File: src/verilog/vga_pkg.sv
package vga_pkg;

    // bus side
    localparam int addr_w = 19;

    localparam logic [2:0] reg_index_off  = 3'd2;
    localparam logic [2:0] reg_mode_off   = 3'd4;
    localparam logic [2:0] reg_status_off = 3'd5;

    localparam logic [3:0] idx_cursor_shape = 4'd10;
    localparam logic [3:0] idx_cursor_end   = 4'd11;
    localparam logic [3:0] idx_cursor_hi    = 4'd14;
    localparam logic [3:0] idx_cursor_lo    = 4'd15;

    // 640x400 text timing with both syncs active low
    localparam int h_visible = 640;
    localparam int h_front   = 16;
    localparam int h_sync    = 96;
    localparam int h_back    = 48;
    localparam int h_total   = h_visible + h_front + h_sync + h_back;
    localparam int h_sync_start = h_visible + h_front;
    localparam int h_sync_end   = h_sync_start + h_sync;

    localparam int v_visible = 400;
    localparam int v_front   = 12;
    localparam int v_sync    = 2;
    localparam int v_back    = 35;
    localparam int v_total   = v_visible + v_front + v_sync + v_back;
    localparam int v_sync_start = v_visible + v_front;
    localparam int v_sync_end   = v_sync_start + v_sync;

    localparam int h_count_w = $clog2(h_total);
    localparam int v_count_w = $clog2(v_total);

    // character cells
    localparam int char_w       = 8;
    localparam int char_h       = 16;
    localparam int text_cols    = 80;
    localparam int text_rows    = 25;
    localparam int cursor_pos_w = 15;

    localparam int px_w   = $clog2(char_w);
    localparam int scan_w = $clog2(char_h);
    localparam int col_w  = 7;
    localparam int row_w  = 5;

    typedef struct packed {
        logic              cs;
        logic [addr_w:1]   addr;
        logic [15:0]       wdata;
        logic [1:0]        bytesel;
        logic              wr_en;
        logic              access;
    } bus_req_t;

    typedef struct packed {
        logic [15:0] rdata;
        logic        ack;
    } bus_rsp_t;

    typedef struct packed {
        logic                    enabled;
        logic [cursor_pos_w-1:0] pos;
        logic [scan_w-1:0]       scan_start;
        logic [scan_w-1:0]       scan_end;
    } cursor_cfg_t;

    typedef struct packed {
        logic              hsync;
        logic              vsync;
        logic              de;
        logic [col_w-1:0]  col;
        logic [row_w-1:0]  row;
        logic [scan_w-1:0] scan;
        logic              new_line;
        logic              new_frame;
    } beam_t;

endpackage
File: src/verilog/vga_display_top.sv
module vga_display_top (
    input  logic              clk,
    input  logic              reset,
    input  vga_pkg::bus_req_t bus_req,
    output vga_pkg::bus_rsp_t bus_rsp,
    output logic              hsync,
    output logic              vsync,
    output logic              de,
    output logic              cursor_pixel,
    output logic              graphics_enabled,
    output logic              text_enabled
);
    import vga_pkg::*;

    beam_t       beam;
    cursor_cfg_t cursor_cfg;

    vga_registers u_registers (
        .clk              (clk),
        .reset            (reset),
        .bus_req          (bus_req),
        .bus_rsp          (bus_rsp),
        .beam             (beam),
        .cursor_cfg       (cursor_cfg),
        .graphics_enabled (graphics_enabled),
        .text_enabled     (text_enabled)
    );

    vga_timing u_timing (
        .clk   (clk),
        .reset (reset),
        .beam  (beam)
    );

    vga_cursor u_cursor (
        .clk          (clk),
        .reset        (reset),
        .beam         (beam),
        .cursor_cfg   (cursor_cfg),
        .cursor_pixel (cursor_pixel)
    );

    // video outputs come straight from the beam register
    assign hsync = beam.hsync;
    assign vsync = beam.vsync;
    assign de    = beam.de;

endmodule

File: src/verilog/vga_cursor.sv
module vga_cursor (
    input  logic                 clk,
    input  logic                 reset,
    input  vga_pkg::beam_t       beam,
    input  vga_pkg::cursor_cfg_t cursor_cfg,
    output logic                 cursor_pixel
);
    import vga_pkg::*;

    // address of column 0 in the character row being scanned
    logic [cursor_pos_w-1:0] row_base;
    // address of the cell under the previous pixel
    logic [cursor_pos_w-1:0] cell_addr;
    logic [col_w-1:0]        col_q;

    logic [cursor_pos_w-1:0] line_base;
    logic [cursor_pos_w-1:0] cur_addr;
    logic                    new_cell;
    logic                    in_scan_range;

    // the first scan line of a character row moves the base on by one row
    assign line_base = (beam.scan == '0) ? row_base + cursor_pos_w'(text_cols) : row_base;

    assign new_cell = beam.col != col_q;

    always_comb begin
        if (beam.new_frame)
            cur_addr = '0;
        else if (beam.new_line)
            cur_addr = line_base;
        else if (new_cell)
            cur_addr = cell_addr + 1'b1;
        else
            cur_addr = cell_addr;
    end

    assign in_scan_range = (beam.scan >= cursor_cfg.scan_start) &&
                           (beam.scan <= cursor_cfg.scan_end);

    always_ff @(posedge clk or posedge reset) begin
        if (reset) begin
            row_base  <= '0;
            cell_addr <= '0;
            col_q     <= '0;
        end else begin
            cell_addr <= cur_addr;
            col_q     <= beam.col;
            if (beam.new_frame)
                row_base <= '0;
            else if (beam.new_line)
                row_base <= line_base;
        end
    end

    always_ff @(posedge clk or posedge reset) begin
        if (reset) begin
            cursor_pixel <= 1'b0;
        end else begin
            cursor_pixel <= cursor_cfg.enabled && beam.de && in_scan_range &&
                            (cur_addr == cursor_cfg.pos);
        end
    end

endmodule

File: src/verilog/vga_timing.sv
module vga_timing (
    input  logic           clk,
    input  logic           reset,
    output vga_pkg::beam_t beam
);
    import vga_pkg::*;

    logic [h_count_w-1:0] h_count;
    logic [v_count_w-1:0] v_count;

    // character position kept alongside the raw counters so no divider is needed
    logic [px_w-1:0]   px_count;
    logic [col_w-1:0]  col_count;
    logic [row_w-1:0]  row_count;
    logic [scan_w-1:0] scan_count;

    logic line_end;
    logic frame_end;

    assign line_end  = h_count == h_total - 1;
    assign frame_end = v_count == v_total - 1;

    always_ff @(posedge clk or posedge reset) begin
        if (reset) begin
            h_count    <= '0;
            v_count    <= '0;
            px_count   <= '0;
            col_count  <= '0;
            row_count  <= '0;
            scan_count <= '0;
        end else if (line_end) begin
            h_count   <= '0;
            px_count  <= '0;
            col_count <= '0;
            if (frame_end) begin
                v_count    <= '0;
                scan_count <= '0;
                row_count  <= '0;
            end else begin
                v_count <= v_count + 1'b1;
                if (scan_count == char_h - 1) begin
                    scan_count <= '0;
                    row_count  <= row_count + 1'b1;
                end else begin
                    scan_count <= scan_count + 1'b1;
                end
            end
        end else begin
            h_count <= h_count + 1'b1;
            if (px_count == char_w - 1) begin
                px_count  <= '0;
                col_count <= col_count + 1'b1;
            end else begin
                px_count <= px_count + 1'b1;
            end
        end
    end

    // beam outputs lag the counters by one flop so every field lines up
    always_ff @(posedge clk or posedge reset) begin
        if (reset) begin
            beam.hsync     <= 1'b1;
            beam.vsync     <= 1'b1;
            beam.de        <= 1'b0;
            beam.col       <= '0;
            beam.row       <= '0;
            beam.scan      <= '0;
            beam.new_line  <= 1'b0;
            beam.new_frame <= 1'b0;
        end else begin
            beam.hsync     <= !(h_count >= h_sync_start && h_count < h_sync_end);
            beam.vsync     <= !(v_count >= v_sync_start && v_count < v_sync_end);
            beam.de        <= (h_count < h_visible) && (v_count < v_visible);
            beam.col       <= col_count;
            beam.row       <= row_count;
            beam.scan      <= scan_count;
            beam.new_line  <= h_count == 0;
            beam.new_frame <= (h_count == 0) && (v_count == 0);
        end
    end

    // the visible area must map exactly onto the text grid
    de_inside_grid: assert property (@(posedge clk) disable iff (reset)
        beam.de |-> (beam.col < text_cols) && (beam.row < text_rows));

endmodule

File: src/verilog/vga_registers.sv
module vga_registers (
    input  logic                 clk,
    input  logic                 reset,
    input  vga_pkg::bus_req_t    bus_req,
    output vga_pkg::bus_rsp_t    bus_rsp,
    input  vga_pkg::beam_t       beam,
    output vga_pkg::cursor_cfg_t cursor_cfg,
    output logic                 graphics_enabled,
    output logic                 text_enabled
);
    import vga_pkg::*;

    logic       reg_access;
    logic [2:0] offset;
    logic       sel_index;
    logic       sel_value;
    logic       sel_mode;
    logic       sel_status;

    logic [3:0] active_index;
    logic [3:0] index;
    logic [7:0] index_value;
    logic [7:0] status;

    logic [1:0]              cursor_mode;
    logic [scan_w-1:0]       scan_start;
    logic [scan_w-1:0]       scan_end;
    logic [cursor_pos_w-1:0] cursor_pos;
    logic                    display_enabled;

    logic [15:0] rdata_q;
    logic        ack_q;

    assign reg_access = bus_req.cs & bus_req.access;
    assign offset     = bus_req.addr[3:1];

    // low lane of each word is one register, high lane another
    assign sel_index  = reg_access & (offset == reg_index_off) & bus_req.bytesel[0];
    assign sel_value  = reg_access & (offset == reg_index_off) & bus_req.bytesel[1];
    assign sel_mode   = reg_access & (offset == reg_mode_off) & bus_req.bytesel[0];
    assign sel_status = reg_access & (offset == reg_status_off) & bus_req.bytesel[0];

    // an index written in the same access steers the value lane straight away
    assign index = (bus_req.wr_en & sel_index) ? bus_req.wdata[3:0] : active_index;

    // bit 0 flags retrace on either axis, bit 3 mirrors vsync
    assign status = {4'b0, beam.vsync, 2'b0, ~beam.vsync | ~beam.hsync};

    always_ff @(posedge clk or posedge reset) begin
        if (reset) begin
            active_index <= '0;
        end else if (sel_index & bus_req.wr_en) begin
            active_index <= bus_req.wdata[3:0];
        end
    end

    // the indexed bytes live in the high lane of the data bus
    always_ff @(posedge clk or posedge reset) begin
        if (reset) begin
            cursor_mode <= 2'b01;
            scan_start  <= '0;
            scan_end    <= '0;
            cursor_pos  <= '0;
        end else if (sel_value & bus_req.wr_en) begin
            case (index)
                idx_cursor_shape: begin
                    cursor_mode <= bus_req.wdata[13:12];
                    scan_start  <= bus_req.wdata[11:8];
                end
                idx_cursor_end: scan_end <= bus_req.wdata[11:8];
                idx_cursor_hi: cursor_pos[14:8] <= bus_req.wdata[14:8];
                idx_cursor_lo: cursor_pos[7:0] <= bus_req.wdata[15:8];
                default: ;
            endcase
        end
    end

    always_ff @(posedge clk or posedge reset) begin
        if (reset) begin
            display_enabled  <= 1'b0;
            graphics_enabled <= 1'b0;
            text_enabled     <= 1'b0;
        end else if (sel_mode & bus_req.wr_en) begin
            display_enabled  <= bus_req.wdata[3];
            graphics_enabled <= bus_req.wdata[1];
            text_enabled     <= bus_req.wdata[0];
        end
    end

    always_comb begin
        case (index)
            idx_cursor_shape: index_value = {2'b0, cursor_mode, scan_start};
            idx_cursor_end:   index_value = {4'b0, scan_end};
            idx_cursor_hi:    index_value = {1'b0, cursor_pos[14:8]};
            idx_cursor_lo:    index_value = cursor_pos[7:0];
            default:          index_value = 8'b0;
        endcase
    end

    // read data is rebuilt every cycle so it drops back to zero between reads
    always_ff @(posedge clk or posedge reset) begin
        if (reset) begin
            rdata_q <= '0;
        end else begin
            rdata_q <= '0;
            if (!bus_req.wr_en) begin
                if (sel_index)
                    rdata_q[7:0] <= {4'b0, active_index};
                if (sel_mode)
                    rdata_q[7:0] <= {4'b0, display_enabled, 1'b0,
                                     graphics_enabled, text_enabled};
                if (sel_status)
                    rdata_q[7:0] <= status;
                if (sel_value)
                    rdata_q[15:8] <= index_value;
                // the colour lane of the mode word has no storage and reads as zero
            end
        end
    end

    always_ff @(posedge clk or posedge reset) begin
        if (reset) begin
            ack_q <= 1'b0;
        end else begin
            ack_q <= reg_access;
        end
    end

    assign bus_rsp = '{rdata: rdata_q, ack: ack_q};

    // mode 1 hides the cursor, every other mode shows it
    assign cursor_cfg = '{enabled:    cursor_mode != 2'b01,
                          pos:        cursor_pos,
                          scan_start: scan_start,
                          scan_end:   scan_end};

    // the master holds its request until ack and keeps access low while ack falls
    request_held_until_ack: assert property (@(posedge clk) disable iff (reset)
        bus_req.cs && bus_req.access && !bus_rsp.ack |=> $stable(bus_req));

    access_low_while_ack_falls: assert property (@(posedge clk) disable iff (reset)
        !bus_req.access && bus_rsp.ack |=> !bus_req.access);

endmodule

File: config.mk
export PLATFORM = sky130hd
export DESIGN_NAME = vga_display_top
export DESIGN_NICKNAME = d
export VERILOG_FILES = /design/src/verilog/vga_pkg.sv /design/src/verilog/vga_display_top.sv /design/src/verilog/vga_cursor.sv /design/src/verilog/vga_timing.sv /design/src/verilog/vga_registers.sv
export SDC_FILE = /design/constraint.sdc
export NUM_CORES = 1
export LEC_CHECK = 0
export BUFFER_PORTS_ARGS = -buffer_cell sky130_fd_sc_hd__buf_2
export CORE_MARGIN = 5
export CORE_UTILIZATION = 45
export CTS_CLUSTER_SIZE = 40
export DETAILED_ROUTE_END_ITERATION = 6
export HOLD_SLACK_MARGIN = 0.06
export PLACE_DENSITY = 0.69
export SYNTH_ARGS = -nofsm -noshare
export SYNTH_HDL_FRONTEND = slang
export SYNTH_SLANG_ARGS = --single-unit
export TNS_END_PERCENT = 50
File: constraint.sdc
create_clock -name clk -period 5.19 [get_ports clk]
set_clock_uncertainty 0.2 [all_clocks]
set_input_delay 0.519 -clock clk [delete_from_list [all_inputs] [get_ports clk]]
set_output_delay 0.519 -clock clk [all_outputs]
set_load 0.005 [all_outputs]
; ---- After elaboration in Yosys (flattened, before gate mapping)
; Cells that the tools add are included.
[totals]
out_inout_bits = 23
regBits = 136
inputBits = 42
[classes]
n_lt_le_gt_ge = 8
n_reduce_logical = 19
eq_ne = 14
bitwise = 14
mux = 21
addsub = 7
[op_table]
columns = op, n
row1 = $mux 15, 6
row2 = $pmux 8 s4, 1
row3 = $mux 4, 6
row4 = $eq 4x4->1 const B, 5
row5 = $lt 10x10->1 const B, 2
row6 = $lt 9x9->1 const B, 2
row7 = $mux 16, 1
row8 = $add 15x1->15 const B, 1
row9 = $add 15x7->15 const B, 1
row10 = $eq 15x15->1, 1
row11 = $mux 7, 2
row12 = $and 1x1->1, 11
row13 = $add 10x1->10 const B, 1
row14 = $eq 10x10->1 const B, 1
row15 = $ge 10x10->1 const B, 1
row16 = $logic_not 10->1, 1
row17 = $mux 10, 1
row18 = $add 9x1->9 const B, 1
row19 = $eq 3x3->1 const B, 3
row20 = $eq 9x9->1 const B, 1
row21 = $ge 9x9->1 const B, 1
row22 = $logic_not 9->1, 1
row23 = $mux 9, 1
row24 = $logic_and 1x1->1, 8
row25 = other kinds (16), 23

; ---- Depth between registers and ports, before layout
; Gate-level depths: netlist (run 1).
[depth]
depth_word = 9
ltp_mapped = 10
mapped_depth_nobuf = 10

; ---- By module
; Synthesis (run 1) repeated with hierarchy kept, for this count alone.
[unflattened]
cells_unflattened = 679
area_unflattened_um2 = 7184.4
[by_module_without_submodules]
columns = module, cells_each, seq_area_each_um2, n_inst, area_each_um2
row1 = vga_cursor, 302, 850.8, 1, 2632.5
row2 = vga_timing, 223, 1478.9, 1, 2531.2
row3 = vga_registers, 154, 1127.3, 1, 2020.7

; ---- Least setup slack after synthesis (run 1)
; Ideal clock, no wire load.
[synth_path]
kind = register -> register
startpoint = register u_timing.beam[3] (netlist name)
endpoint = register u_cursor.cursor_pixel
setup_slack_ns = 1.996
period_less_slack_ns = 3.194
setup_time_ns = 0.096
stages_incl_launch_ff = 10
n_path_buf = 1
arrival_ns = 2.899
path_cell_list = dfrtp_1 or4_1 buf_2 nor4_1 xnor2_1 nor4_1 a211o_1 a2111o_1 or4_1 nor4_2
[synth_via]
elab_chain_cells = 6
word_cells_on_any_way = 10
cone_classes = order compare (2) / eq/ne (1) / mux (3) / reduce/logical (4)
[synth_lines]
columns = element, line_no
row1 = $logic_not 4->1, vga_cursor.sv:22  ; assign line_base = (beam.scan == '0) ? row_base + cursor_pos_w'(text_cols) : row_base;
row2 = $mux 15, vga_cursor.sv:22
row3 = $mux 15, vga_cursor.sv:29  ; else if (beam.new_line)
row4 = $mux 15, vga_cursor.sv:27  ; if (beam.new_frame)
row5 = $eq 15x15->1, vga_cursor.sv:60  ; (cur_addr == cursor_cfg.pos);
row6 = $logic_and 1x1->1 *, vga_cursor.sv:59  ; cursor_pixel <= cursor_cfg.enabled && beam.de && in_scan_range &&
row7 = end signal: assignment, vga_cursor.sv:59
row8 = end: declaration, vga_cursor.sv:6  ; output logic cursor_pixel
; Every way passes the cells marked *; elsewhere a longest branch is shown, timed or not.
; A chain may end at the register's enable or synchronous reset.

; ---- Worst setup path in the final report (run 1)
[layout_path]
startpoint = register u_timing.beam[3] (netlist name)
endpoint = register u_cursor.cursor_pixel
[layout_via]
elab_chain_cells = 6
word_cells_on_any_way = 10
cone_classes = order compare (2) / eq/ne (1) / mux (3) / reduce/logical (4)
[layout_lines]
columns = element, line_no
row1 = $logic_not 4->1, vga_cursor.sv:22
row2 = $mux 15, vga_cursor.sv:22
row3 = $mux 15, vga_cursor.sv:29
row4 = $mux 15, vga_cursor.sv:27
row5 = $eq 15x15->1, vga_cursor.sv:60
row6 = $logic_and 1x1->1 *, vga_cursor.sv:59
; Marks and branches as above.

==> results of run 1 <==
## metal layers
layer	up-vias	part of all wire, %	track usage, %
li1	2431	-	-
met1	2568	45	24.8
met2	144	49	29.4
met3	19	4.9	4.39
met4	0	1.2	5.20
met5	-	0	0
## power by group
| group | total [mW] | switching [mW] | internal [mW] |
|---|---|---|---|
| registers | 1.01 | 0.00511 | 1.01 |
| logic | 0.0584 | 0.0399 | 0.0185 |
| clock network | 1.07 | 0.425 | 0.646 |
| total | 2.14 | 0.470 | 1.67 |
## state kept, by name, summed over array words and instances (netlist names), 2 cells and up
| signal | count |
|---|---|
| u_timing.px_count | 3 |
| u_registers.scan_end | 4 |
| u_timing.h_count | 10 |
| u_timing.v_count | 9 |
| u_cursor.cell_addr | 15 |
| u_registers.scan_start | 4 |
| u_registers.rdata_q | 12 |
| u_cursor.row_base | 11 |
| u_timing.beam | 16 |
| u_registers.cursor_pos | 15 |
| u_registers.cursor_mode | 2 |
| u_timing.scan_count | 4 |
| u_cursor.col_q | 7 |
| u_timing.col_count | 7 |
| u_registers.active_index | 4 |
## cell usage after synthesis, drive strengths merged (7+ instances only)
master  instances  share of area [%]
dfrtp         125                 47
nor2           72                4.1
mux2           36                6.0
nand2          35                2.0
xnor2          33                4.3
o21ai          28                2.1
a21oi          23                1.7
xor2           23                3.0
nand4          22                2.1
nor3           21                1.6
clkbuf         18                1.0
ha             18                3.4
inv            18                1.0
nand3          17                1.3
buf            15                1.3
and3           14                1.4
a22oi          11                1.2
mux2i           9                1.3
nor4            9                1.0
a211oi          8               0.89
and2            8               0.74
a31oi           7               0.65
## cell type report
cell class	count	area, um2
inverter	18	70.1
timing repair buffer	44	233
clock inverter	9	61.3
multi-input combinational	478	3300
sequential	128	3210
fill	1265	7010
tap	184	230
clock buffer	23	478
## worst max-delay path: stages (launching register included)
cell and delay, ns:
dfrtp_1 0.42, or4_1 0.71, nor4_1 0.42, xnor2_1 0.22, nor4_1 0.09, a211o_1 0.25
a2111o_1 0.35, or4_1 0.50, nor4_2 0.33
## cells by family (layout without fill, tap and decap cells)
family	count (synthesis)	count (layout)
multiplexers	45	45
AO/OA/AOI/OAI	112	112
other	1	4
flip-flops	128	128
buffers and inverters	51	94
AND/OR/NAND/NOR	243	243
XOR/XNOR	56	56
adder cells (fa/ha/maj)	18	18
## stage by stage
stage / util (%) / hold slack, ns / total power, mW
3_5_place_dp: 48.2 / 0.190 / 1.09
5_1_grt: 51.9 / 0.133 / 2.21
2_1_floorplan: - / 0.173 / 1.06
4_1_cts: 51.9 / 0.126 / 2.16
6_report: 51.9 / 0.139 / 2.14
3_3_place_gp: 48.2 / 0.182 / 1.09
## path summary, 6_finish.rpt
kind	startpoint	end	slack (ns)	depth (start not counted)
setup / recovery	u_timing.beam[3]$_DFF_PP0_	u_cursor.cursor_pixel$_DFF_PP0_	1.60	8
min in group asynchronous	reset	u_timing.h_count[5]$_DFF_PP0_	0.59	3
hold reg to reg	u_timing.beam[15]$_DFF_PP0_	u_cursor.col_q[4]$_DFF_PP0_	0.19	0
max in group asynchronous	reset	u_cursor.cell_addr[11]$_DFF_PP0_	2.85	4
setup reg to reg	u_timing.beam[3]$_DFF_PP0_	u_cursor.cursor_pixel$_DFF_PP0_	1.60	8
hold / removal	bus_req[19]	u_registers.cursor_pos[7]$_DFFE_PP0P_	0.14	2
==> results.py, run 1 <==
metrics = {
    "outcome": {
        "run_status": "complete, no violations",
    },
    "finish": {
        "finalInstanceArea_mm2": 0.00758,
        "antenna-diode-count": 0,
        "final_common_cell": "dfrtp_1",
        "final_cell_count_no_fill": 884,
        "nets": 747,
        "drive_gt1_share_pct": 18.0,
        "final_cell_mix": "125 x dfrtp_1, 70 x nor2_1, 40 x buf_2",
        "area_growth_pct": 12.8,
    },
    "synthesis": {
        "async_flop_share_pct": 100,
        "ys_seq_area_share_pct": 47.7,
        "synth_ff_type": "dfrtp_1",
        "synth_fa_ha_area_share_pct": 3.35,
        "synth_warnings": 0,
        "synth_xor_area_share_pct": 7.30,
        "syn-cell-area_mm2": 0.00672,
        "synthDistinctLibCells": 69,
        "synth_top_family_by_area": "simple AND/OR/NAND/NOR gates",
        "synthCells": 654,
        "synth_edf_count": 0,
        "yosys.area_share.simple_pct": 19.6,
        "synth_area_per_cell_um2": 10.3,
        "ys_ff_latch": 128,
        "synth_compound_area_share_pct": 11.2,
        "synthMuxAreaShare_pct": 7.37,
    },
    "timing": {
        "layout_setup_ws_ns": 1.60,
        "hold_viol_final": 0,
        "fin_crit_sh_pct": 69.2,
        "rsz0062_at_grt": "no",
        "finalCriticalPeriod_ns": 3.59,
        "tightest_slew_ns": 0.866,
        "setup_violations": 0,
        "fmaxAchievable_ghz": 0.278,
        "tns_ns": 0,
        "maxSlewHeadroom_pct": 42.2,
        "finalMaxSlewViolations": 0,
    },
    "floorplanning": {
        "ioPinCount": 65,
        "die_w_um": 132,
        "coreArea_mm2": 0.0146,
        "die-area_mm2": 0.0175,
        "initial_core_util_pct": 46.1,
        "rows": 44,
        "fp.dieH_um": 132,
    },
    "setup_path": {
        "critPathKind": "reg -> reg",
        "worstPathMaxFanout": 7,
        "worstPathRequired_ns": 5.30,
        "crit_arrival_ns": 3.70,
        "end_kind": "flop",
        "startpoint_type": "flop",
    },
    "power_and_ir_drop": {
        "leakage_nw": 3.43,
        "irDropWorstVdd_v": 0.000220,
        "cellPowerDensity_mw_per_mm2": 283,
    },
    "min_path": {
        "hp-class": "in -> reg",
    },
    "routing": {
        "drt_iter0_drc": 459,
        "dr.pass1.iters": 5,
        "num_vias": 5162,
        "drc": 0,
        "via_per_inst": 5.84,
        "routed_wl_um": 15600,
        "routedWlPerCell_um": 17.6,
        "ant_nets": 0,
    },
    "global_routing": {
        "grt_overflow": 0,
        "grtUsageTotal_pct": 18.3,
        "grt_pass1_wl_um": 26200,
        "antenna_found_initial": 0,
        "grt_pass1_vias": 5184,
        "grt_max_degree": 69,
    },
    "clock_tree": {
        "cts_buffer_depth": 2,
        "cts.htree.levels": 4,
        "hold_buffers": 1,
        "clk_pin_slew_ns": 0.06,
        "cts_root_buf": "clkbuf_16",
        "cts_setup_buffers": 0,
        "cts_sinks": 128,
        "postCtsResizedCells": 0,
        "cts_buffers": 17,
        "clk_latency_ns": 0.42,
        "cts_tree": "done",
    },
    "place": {
        "placedCellCount": 851,
        "io_buffers": 40,
        "gp_congestion": 0.914,
        "placed_cell_area_mm2": 0.00703,
        "hpwl_um": 11100,
        "pre_cts_ws_ns": 1.67,
    },
    "job": {
        "drv_cap": 0,
    },
}
Power figures use the tool's default switching activity.
==> run 2, diff against run 1 <==
==> constraint.sdc (replaced) <==
create_clock -name clk -period 3.8 [get_ports clk]
set_clock_uncertainty 0.2 [all_clocks]
set_input_delay 0.38 -clock clk [delete_from_list [all_inputs] [get_ports clk]]
set_output_delay 0.38 -clock clk [all_outputs]
set_load 0.005 [all_outputs]
==> results.py, run 2 (synthesized netlist as in run 1, its figures left out) <==
metrics = {
    "outcome": {
        "run_status": "complete, no violations",
    },
    "timing": {
        "tns_ns": 0,
        "fmaxAchievable_ghz": 0.296,
        "tightest_slew_ns": 0.799,
        "rsz0062_at_grt": "no",
        "finalCriticalPeriod_ns": 3.38,
        "setup_violations": 0,
        "hold_viol_final": 0,
        "maxSlewHeadroom_pct": 46.8,
        "finalMaxSlewViolations": 0,
        "fin_crit_sh_pct": 88.8,
    },
    "floorplanning": {
        "initial_core_util_pct": 46.1,
        "die-area_mm2": 0.0175,
        "coreArea_mm2": 0.0146,
        "die_w_um": 132,
        "fp.dieH_um": 132,
        "rows": 44,
        "ioPinCount": 65,
    },
    "min_path": {
        "hp-class": "in -> reg",
    },
    "finish": {
        "final_common_cell": "dfrtp_1",
        "finalInstanceArea_mm2": 0.00788,
        "top_regs": "u_timing.beam x16, u_cursor.cell_addr x15, u_registers.cursor_pos x15",
        "antenna-diode-count": 0,
        "fin_util_pct": 54.0,
        "fillers": 1235,
        "largest_reg_flops": 16,
        "top_register": "u_timing.beam",
        "drive_gt1_share_pct": 18.9,
        "final_cell_mix": "125 x dfrtp_1, 70 x nor2_1, 40 x buf_2",
        "area_growth_pct": 17.2,
        "nets": 767,
    },
    "power_and_ir_drop": {
        "leakage_nw": 3.57,
        "irDropWorstVdd_v": 0.000303,
        "power.total_mw": 3.22,
        "cellPowerDensity_mw_per_mm2": 409,
    },
    "global_routing": {
        "grt_pass1_wl_um": 27200,
        "grt_pass1_vias": 5377,
        "grtUsageTotal_pct": 19.0,
        "grt_max_degree": 83,
        "grt_overflow": 0,
        "antenna_found_initial": 0,
    },
    "place": {
        "gp_congestion": 0.907,
        "io_buffers": 40,
        "placed_cell_area_mm2": 0.00709,
        "hpwl_um": 11200,
    },
    "setup_path": {
        "worstPathRequired_ns": 3.92,
        "end_kind": "flop",
        "startpoint_type": "flop",
        "critPathKind": "reg -> reg",
        "worstPathMaxFanout": 4,
        "crit_arrival_ns": 3.49,
    },
    "clock_tree": {
        "cts_buffer_depth": 2,
        "cts_tree": "done",
        "clk_latency_ns": 0.41,
        "cts_sinks": 128,
        "cts_buffers": 17,
        "postCtsResizedCells": 0,
        "clk_pin_slew_ns": 0.06,
        "cts.htree.levels": 4,
        "cts_root_buf": "clkbuf_16",
    },
    "routing": {
        "via_per_inst": 5.78,
        "met1_length_um": 7060,
        "wl_met2_um": 7790,
        "drt_iter0_drc": 459,
        "ant_nets": 0,
        "dr.max_layer_used": "met4",
        "routedWlPerCell_um": 17.7,
        "dr.pass1.iters": 5,
        "drc": 0,
        "num_vias": 5223,
        "routed_wl_um": 16000,
        "met3_length_um": 815,
    },
    "job": {
        "drv_cap": 0,
    },
}
## run 2: changes by cell type in the layout (fill, tap and decap cells not counted), sizes merged
cell,previous run,this run
buf,43,50
clkinv,7,2
inv,18,22
clkinvlp,2,4
bufinv,0,4
dlygate4sd3,1,14
clkbuf,23,18
## run 2: worst paths after layout
path / startpoint / to / slack [ns] / cells after the start
max in group asynchronous: reset / u_timing.beam[20]$_DFF_PP1_ / 2.48 / 4
setup reg to reg: u_timing.beam[3]$_DFF_PP0_ / u_cursor.cursor_pixel$_DFF_PP0_ / 0.42 / 8
setup / recovery: u_timing.beam[3]$_DFF_PP0_ / u_cursor.cursor_pixel$_DFF_PP0_ / 0.42 / 8
min in group asynchronous: reset / u_cursor.cell_addr[14]$_DFF_PP0_ / 0.44 / 4
hold / removal: bus_req[12] / u_registers.cursor_pos[0]$_DFFE_PP0P_ / 0.1 / 2
hold reg to reg: u_timing.beam[14]$_DFF_PP0_ / u_cursor.col_q[3]$_DFF_PP0_ / 0.19 / 0
## run 2: through the flow
step | setup WS [ns] | hold slack (ns) | instances
floorplan | 0.606 | 0.173 | 657
global placement | 0.467 | 0.181 | 858
detailed placement | 0.423 | 0.183 | 858
CTS | 0.391 | 0.0763 | 904
global route | 0.256 | 0.0824 | 904
finish | 0.424 | 0.0985 | 904
## run 2: layout make-up
type,count,area [um2],area share (%)
clock buffers,18,439,5.58
clock inverters,14,203,2.57
inverters,18,71.3,0.905
multi-input cells,478,3300,41.9
flip-flops and latches,128,3210,40.7
well taps,184,230,2.92
repair buffers,64,428,5.43
## run 2: where the power goes
| part | switching (mW) | internal (mW) | leakage [nW] |
|---|---|---|---|
| Combinational | 0.0584 | 0.0364 | 1.55 |
| Clock | 0.619 | 1.13 | 0.306 |
| Sequential | 0.00719 | 1.37 | 1.71 |
## run 2: critical path, cell delays in order (launching register included)
cell	delay (ns)
dfrtp_1	0.42
or4_1	0.58
nor4_1	0.40
xnor2_1	0.21
nor4_1	0.08
a211o_1	0.24
a2111o_1	0.34
or4_1	0.50
nor4_2	0.30
## run 2: what timing repair did
action | CTS | global route
setup buffers | 0 | 0
hold buffers | 14 | 0
setup endpoints to repair | 0 | 0
hold endpoints to repair | 155 | 0
## run 2: layer usage
metal,GRT usage (%),vias to the layer above
li1,-,2469
met1,24.3,2545
met2,30.9,178
met3,5.42,31
met4,6.56,0
met5,0,-
==> run 3, diff against run 2 <==
--- a/config.mk
+++ b/config.mk
@@ -12,6 +12,7 @@
 export DETAILED_ROUTE_END_ITERATION = 6
 export HOLD_SLACK_MARGIN = 0.06
 export PLACE_DENSITY = 0.69
+export REMOVE_ABC_BUFFERS = 1
 export SYNTH_ARGS = -nofsm -noshare
 export SYNTH_HDL_FRONTEND = slang
 export SYNTH_SLANG_ARGS = --single-unit
==> results.py, run 3 (synthesized netlist as in run 1, its figures left out) <==
metrics = {
    "outcome": {
        "run_status": "complete, no violations",
    },
    "routing": {
        "dr.pass1.iters": 5,
        "routedWlPerCell_um": 18.5,
        "via_per_inst": 5.84,
        "routed_wl_um": 16700,
        "drc": 0,
        "ant_nets": 0,
        "num_vias": 5263,
        "drt_iter0_drc": 383,
    },
    "timing": {
        "tns_ns": 0,
        "finalMaxSlewViolations": 0,
        "setup_violations": 0,
        "finalCriticalPeriod_ns": 3.37,
        "maxSlewHeadroom_pct": 44.1,
        "fin_crit_sh_pct": 88.7,
        "hold_slack_ns": 0.0710,
        "fmaxAchievable_ghz": 0.297,
        "hold_viol_final": 0,
        "rsz0062_at_grt": "no",
        "tightest_slew_ns": 0.838,
    },
    "clock_tree": {
        "cts_buffers": 17,
        "cts_tree": "done",
        "clk_pin_slew_ns": 0.06,
        "postCtsResizedCells": 0,
        "cts.htree.levels": 4,
        "cts_setup_buffers": 0,
        "cts_root_buf": "clkbuf_16",
        "cts_buffer_depth": 2,
        "clk_latency_ns": 0.43,
        "cts_sinks": 128,
    },
    "floorplanning": {
        "initial_core_util_pct": 46.1,
        "die-area_mm2": 0.0175,
        "coreArea_mm2": 0.0146,
        "die_w_um": 132,
        "fp.dieH_um": 132,
        "ioPinCount": 65,
        "rows": 44,
    },
    "min_path": {
        "hp-class": "in -> reg",
        "hold_start": "bus_req[14]",
        "holdPathStages": 2,
        "hold_path_end": "u_registers.cursor_pos[10]$_DFFE_PP0P_",
    },
    "global_routing": {
        "grt_overflow": 0,
        "grt_pass1_vias": 5363,
        "antenna_found_initial": 0,
        "grtUsageTotal_pct": 19.6,
        "grt_pass1_wl_um": 27600,
        "grt_max_degree": 69,
    },
    "place": {
        "placed_cell_area_mm2": 0.00709,
        "hpwl_um": 11800,
        "io_buffers": 40,
        "gp_congestion": 0.911,
    },
    "finish": {
        "drive_gt1_share_pct": 18.8,
        "multiInputGateArea_mm2": 0.00330,
        "final_common_cell": "dfrtp_1",
        "final_cell_mix": "125 x dfrtp_1, 70 x nor2_1, 40 x buf_2",
        "fillers": 1238,
        "top_regs": "u_timing.beam x16, u_cursor.cell_addr x15, u_registers.cursor_pos x15",
        "top_register": "u_timing.beam",
        "area_growth_pct": 16.5,
        "seq_area_mm2": 0.00321,
        "nets": 764,
        "antenna-diode-count": 0,
        "finalInstanceArea_mm2": 0.00783,
        "largest_reg_flops": 16,
    },
    "setup_path": {
        "r2r_end": "u_cursor.cursor_pixel$_DFF_PP0_",
        "critPathKind": "reg -> reg",
        "worstPathMaxFanout": 4,
        "startpoint_type": "flop",
        "worst-r2r-setup-slack_ns": 0.43,
        "r2r_start": "u_timing.beam[3]$_DFF_PP0_",
        "worstPathRequired_ns": 3.93,
        "end_kind": "flop",
        "r2r_cells": 8,
        "crit_arrival_ns": 3.50,
    },
    "power_and_ir_drop": {
        "irDropWorstVdd_v": 0.000316,
        "cellPowerDensity_mw_per_mm2": 409,
        "leakage_nw": 3.55,
        "power.total_mw": 3.20,
    },
    "job": {
        "drv_cap": 0,
    },
}
[run 3: power breakdown]
| part | switching (mW) | internal [mW] | leakage, nW |
|---|---|---|---|
| Sequential | 0.00760 | 1.37 | 1.71 |
| Combinational | 0.0586 | 0.0343 | 1.54 |
| Clock | 0.675 | 1.05 | 0.301 |
| Total | 0.741 | 2.46 | 3.55 |
[run 3: worst max-delay path by stage]
stage	start	endpoint	slack [ns]
floorplan	reset	u_cursor.cell_addr[0]$_DFF_PP0_	-0.19
global placement	u_timing.beam[3]$_DFF_PP0_	u_cursor.cursor_pixel$_DFF_PP0_	0.52
CTS	u_timing.beam[3]$_DFF_PP0_	u_cursor.cursor_pixel$_DFF_PP0_	0.43
global route	u_timing.beam[3]$_DFF_PP0_	u_cursor.cursor_pixel$_DFF_PP0_	0.21
finish	u_timing.beam[3]$_DFF_PP0_	u_cursor.cursor_pixel$_DFF_PP0_	0.43
detailed placement	u_timing.beam[3]$_DFF_PP0_	u_cursor.cursor_pixel$_DFF_PP0_	0.49
[run 3: metal layers]
metal  up-vias  wire length, um  track usage (%)
met5         -                0                0
met4         0              526             8.09
met3        48              791             4.58
met2       169             8060             31.5
met1      2591             7270             25.5
li1       2455                -                -
[run 3: cell type report]
class                      instances  area share [%]
multi-input combinational        478            42.1
sequential                       128            41.0
clock buffer                      17            5.43
timing repair buffer              61            5.12
tap                              184            2.94
clock inverter                    15            2.51
inverter                          18           0.895
[run 3: stage by stage]
step / util (%) / instances / setup slack (ns)
floorplan: - / 624 / -0.188
global placement: 48.6 / 857 / 0.523
detailed placement: 48.6 / 857 / 0.490
CTS: 53.7 / 901 / 0.426
global route: 53.7 / 901 / 0.214
finish: 53.7 / 901 / 0.429
[run 3: what timing repair did]
action / CTS / global route
hold endpoints to repair: 88 / 0
hold buffers: 12 / 0
endpoints found under the setup margin: 0 / 0
[run 3: worst max-delay path: stages (launching register included)]
cell and delay (ns):
dfrtp_1 0.42, or4_1 0.57, nor4_1 0.39, xnor2_1 0.20
nor4_1 0.09, a211o_1 0.27, a2111o_1 0.35, or4_1 0.49
nor4_2 0.29
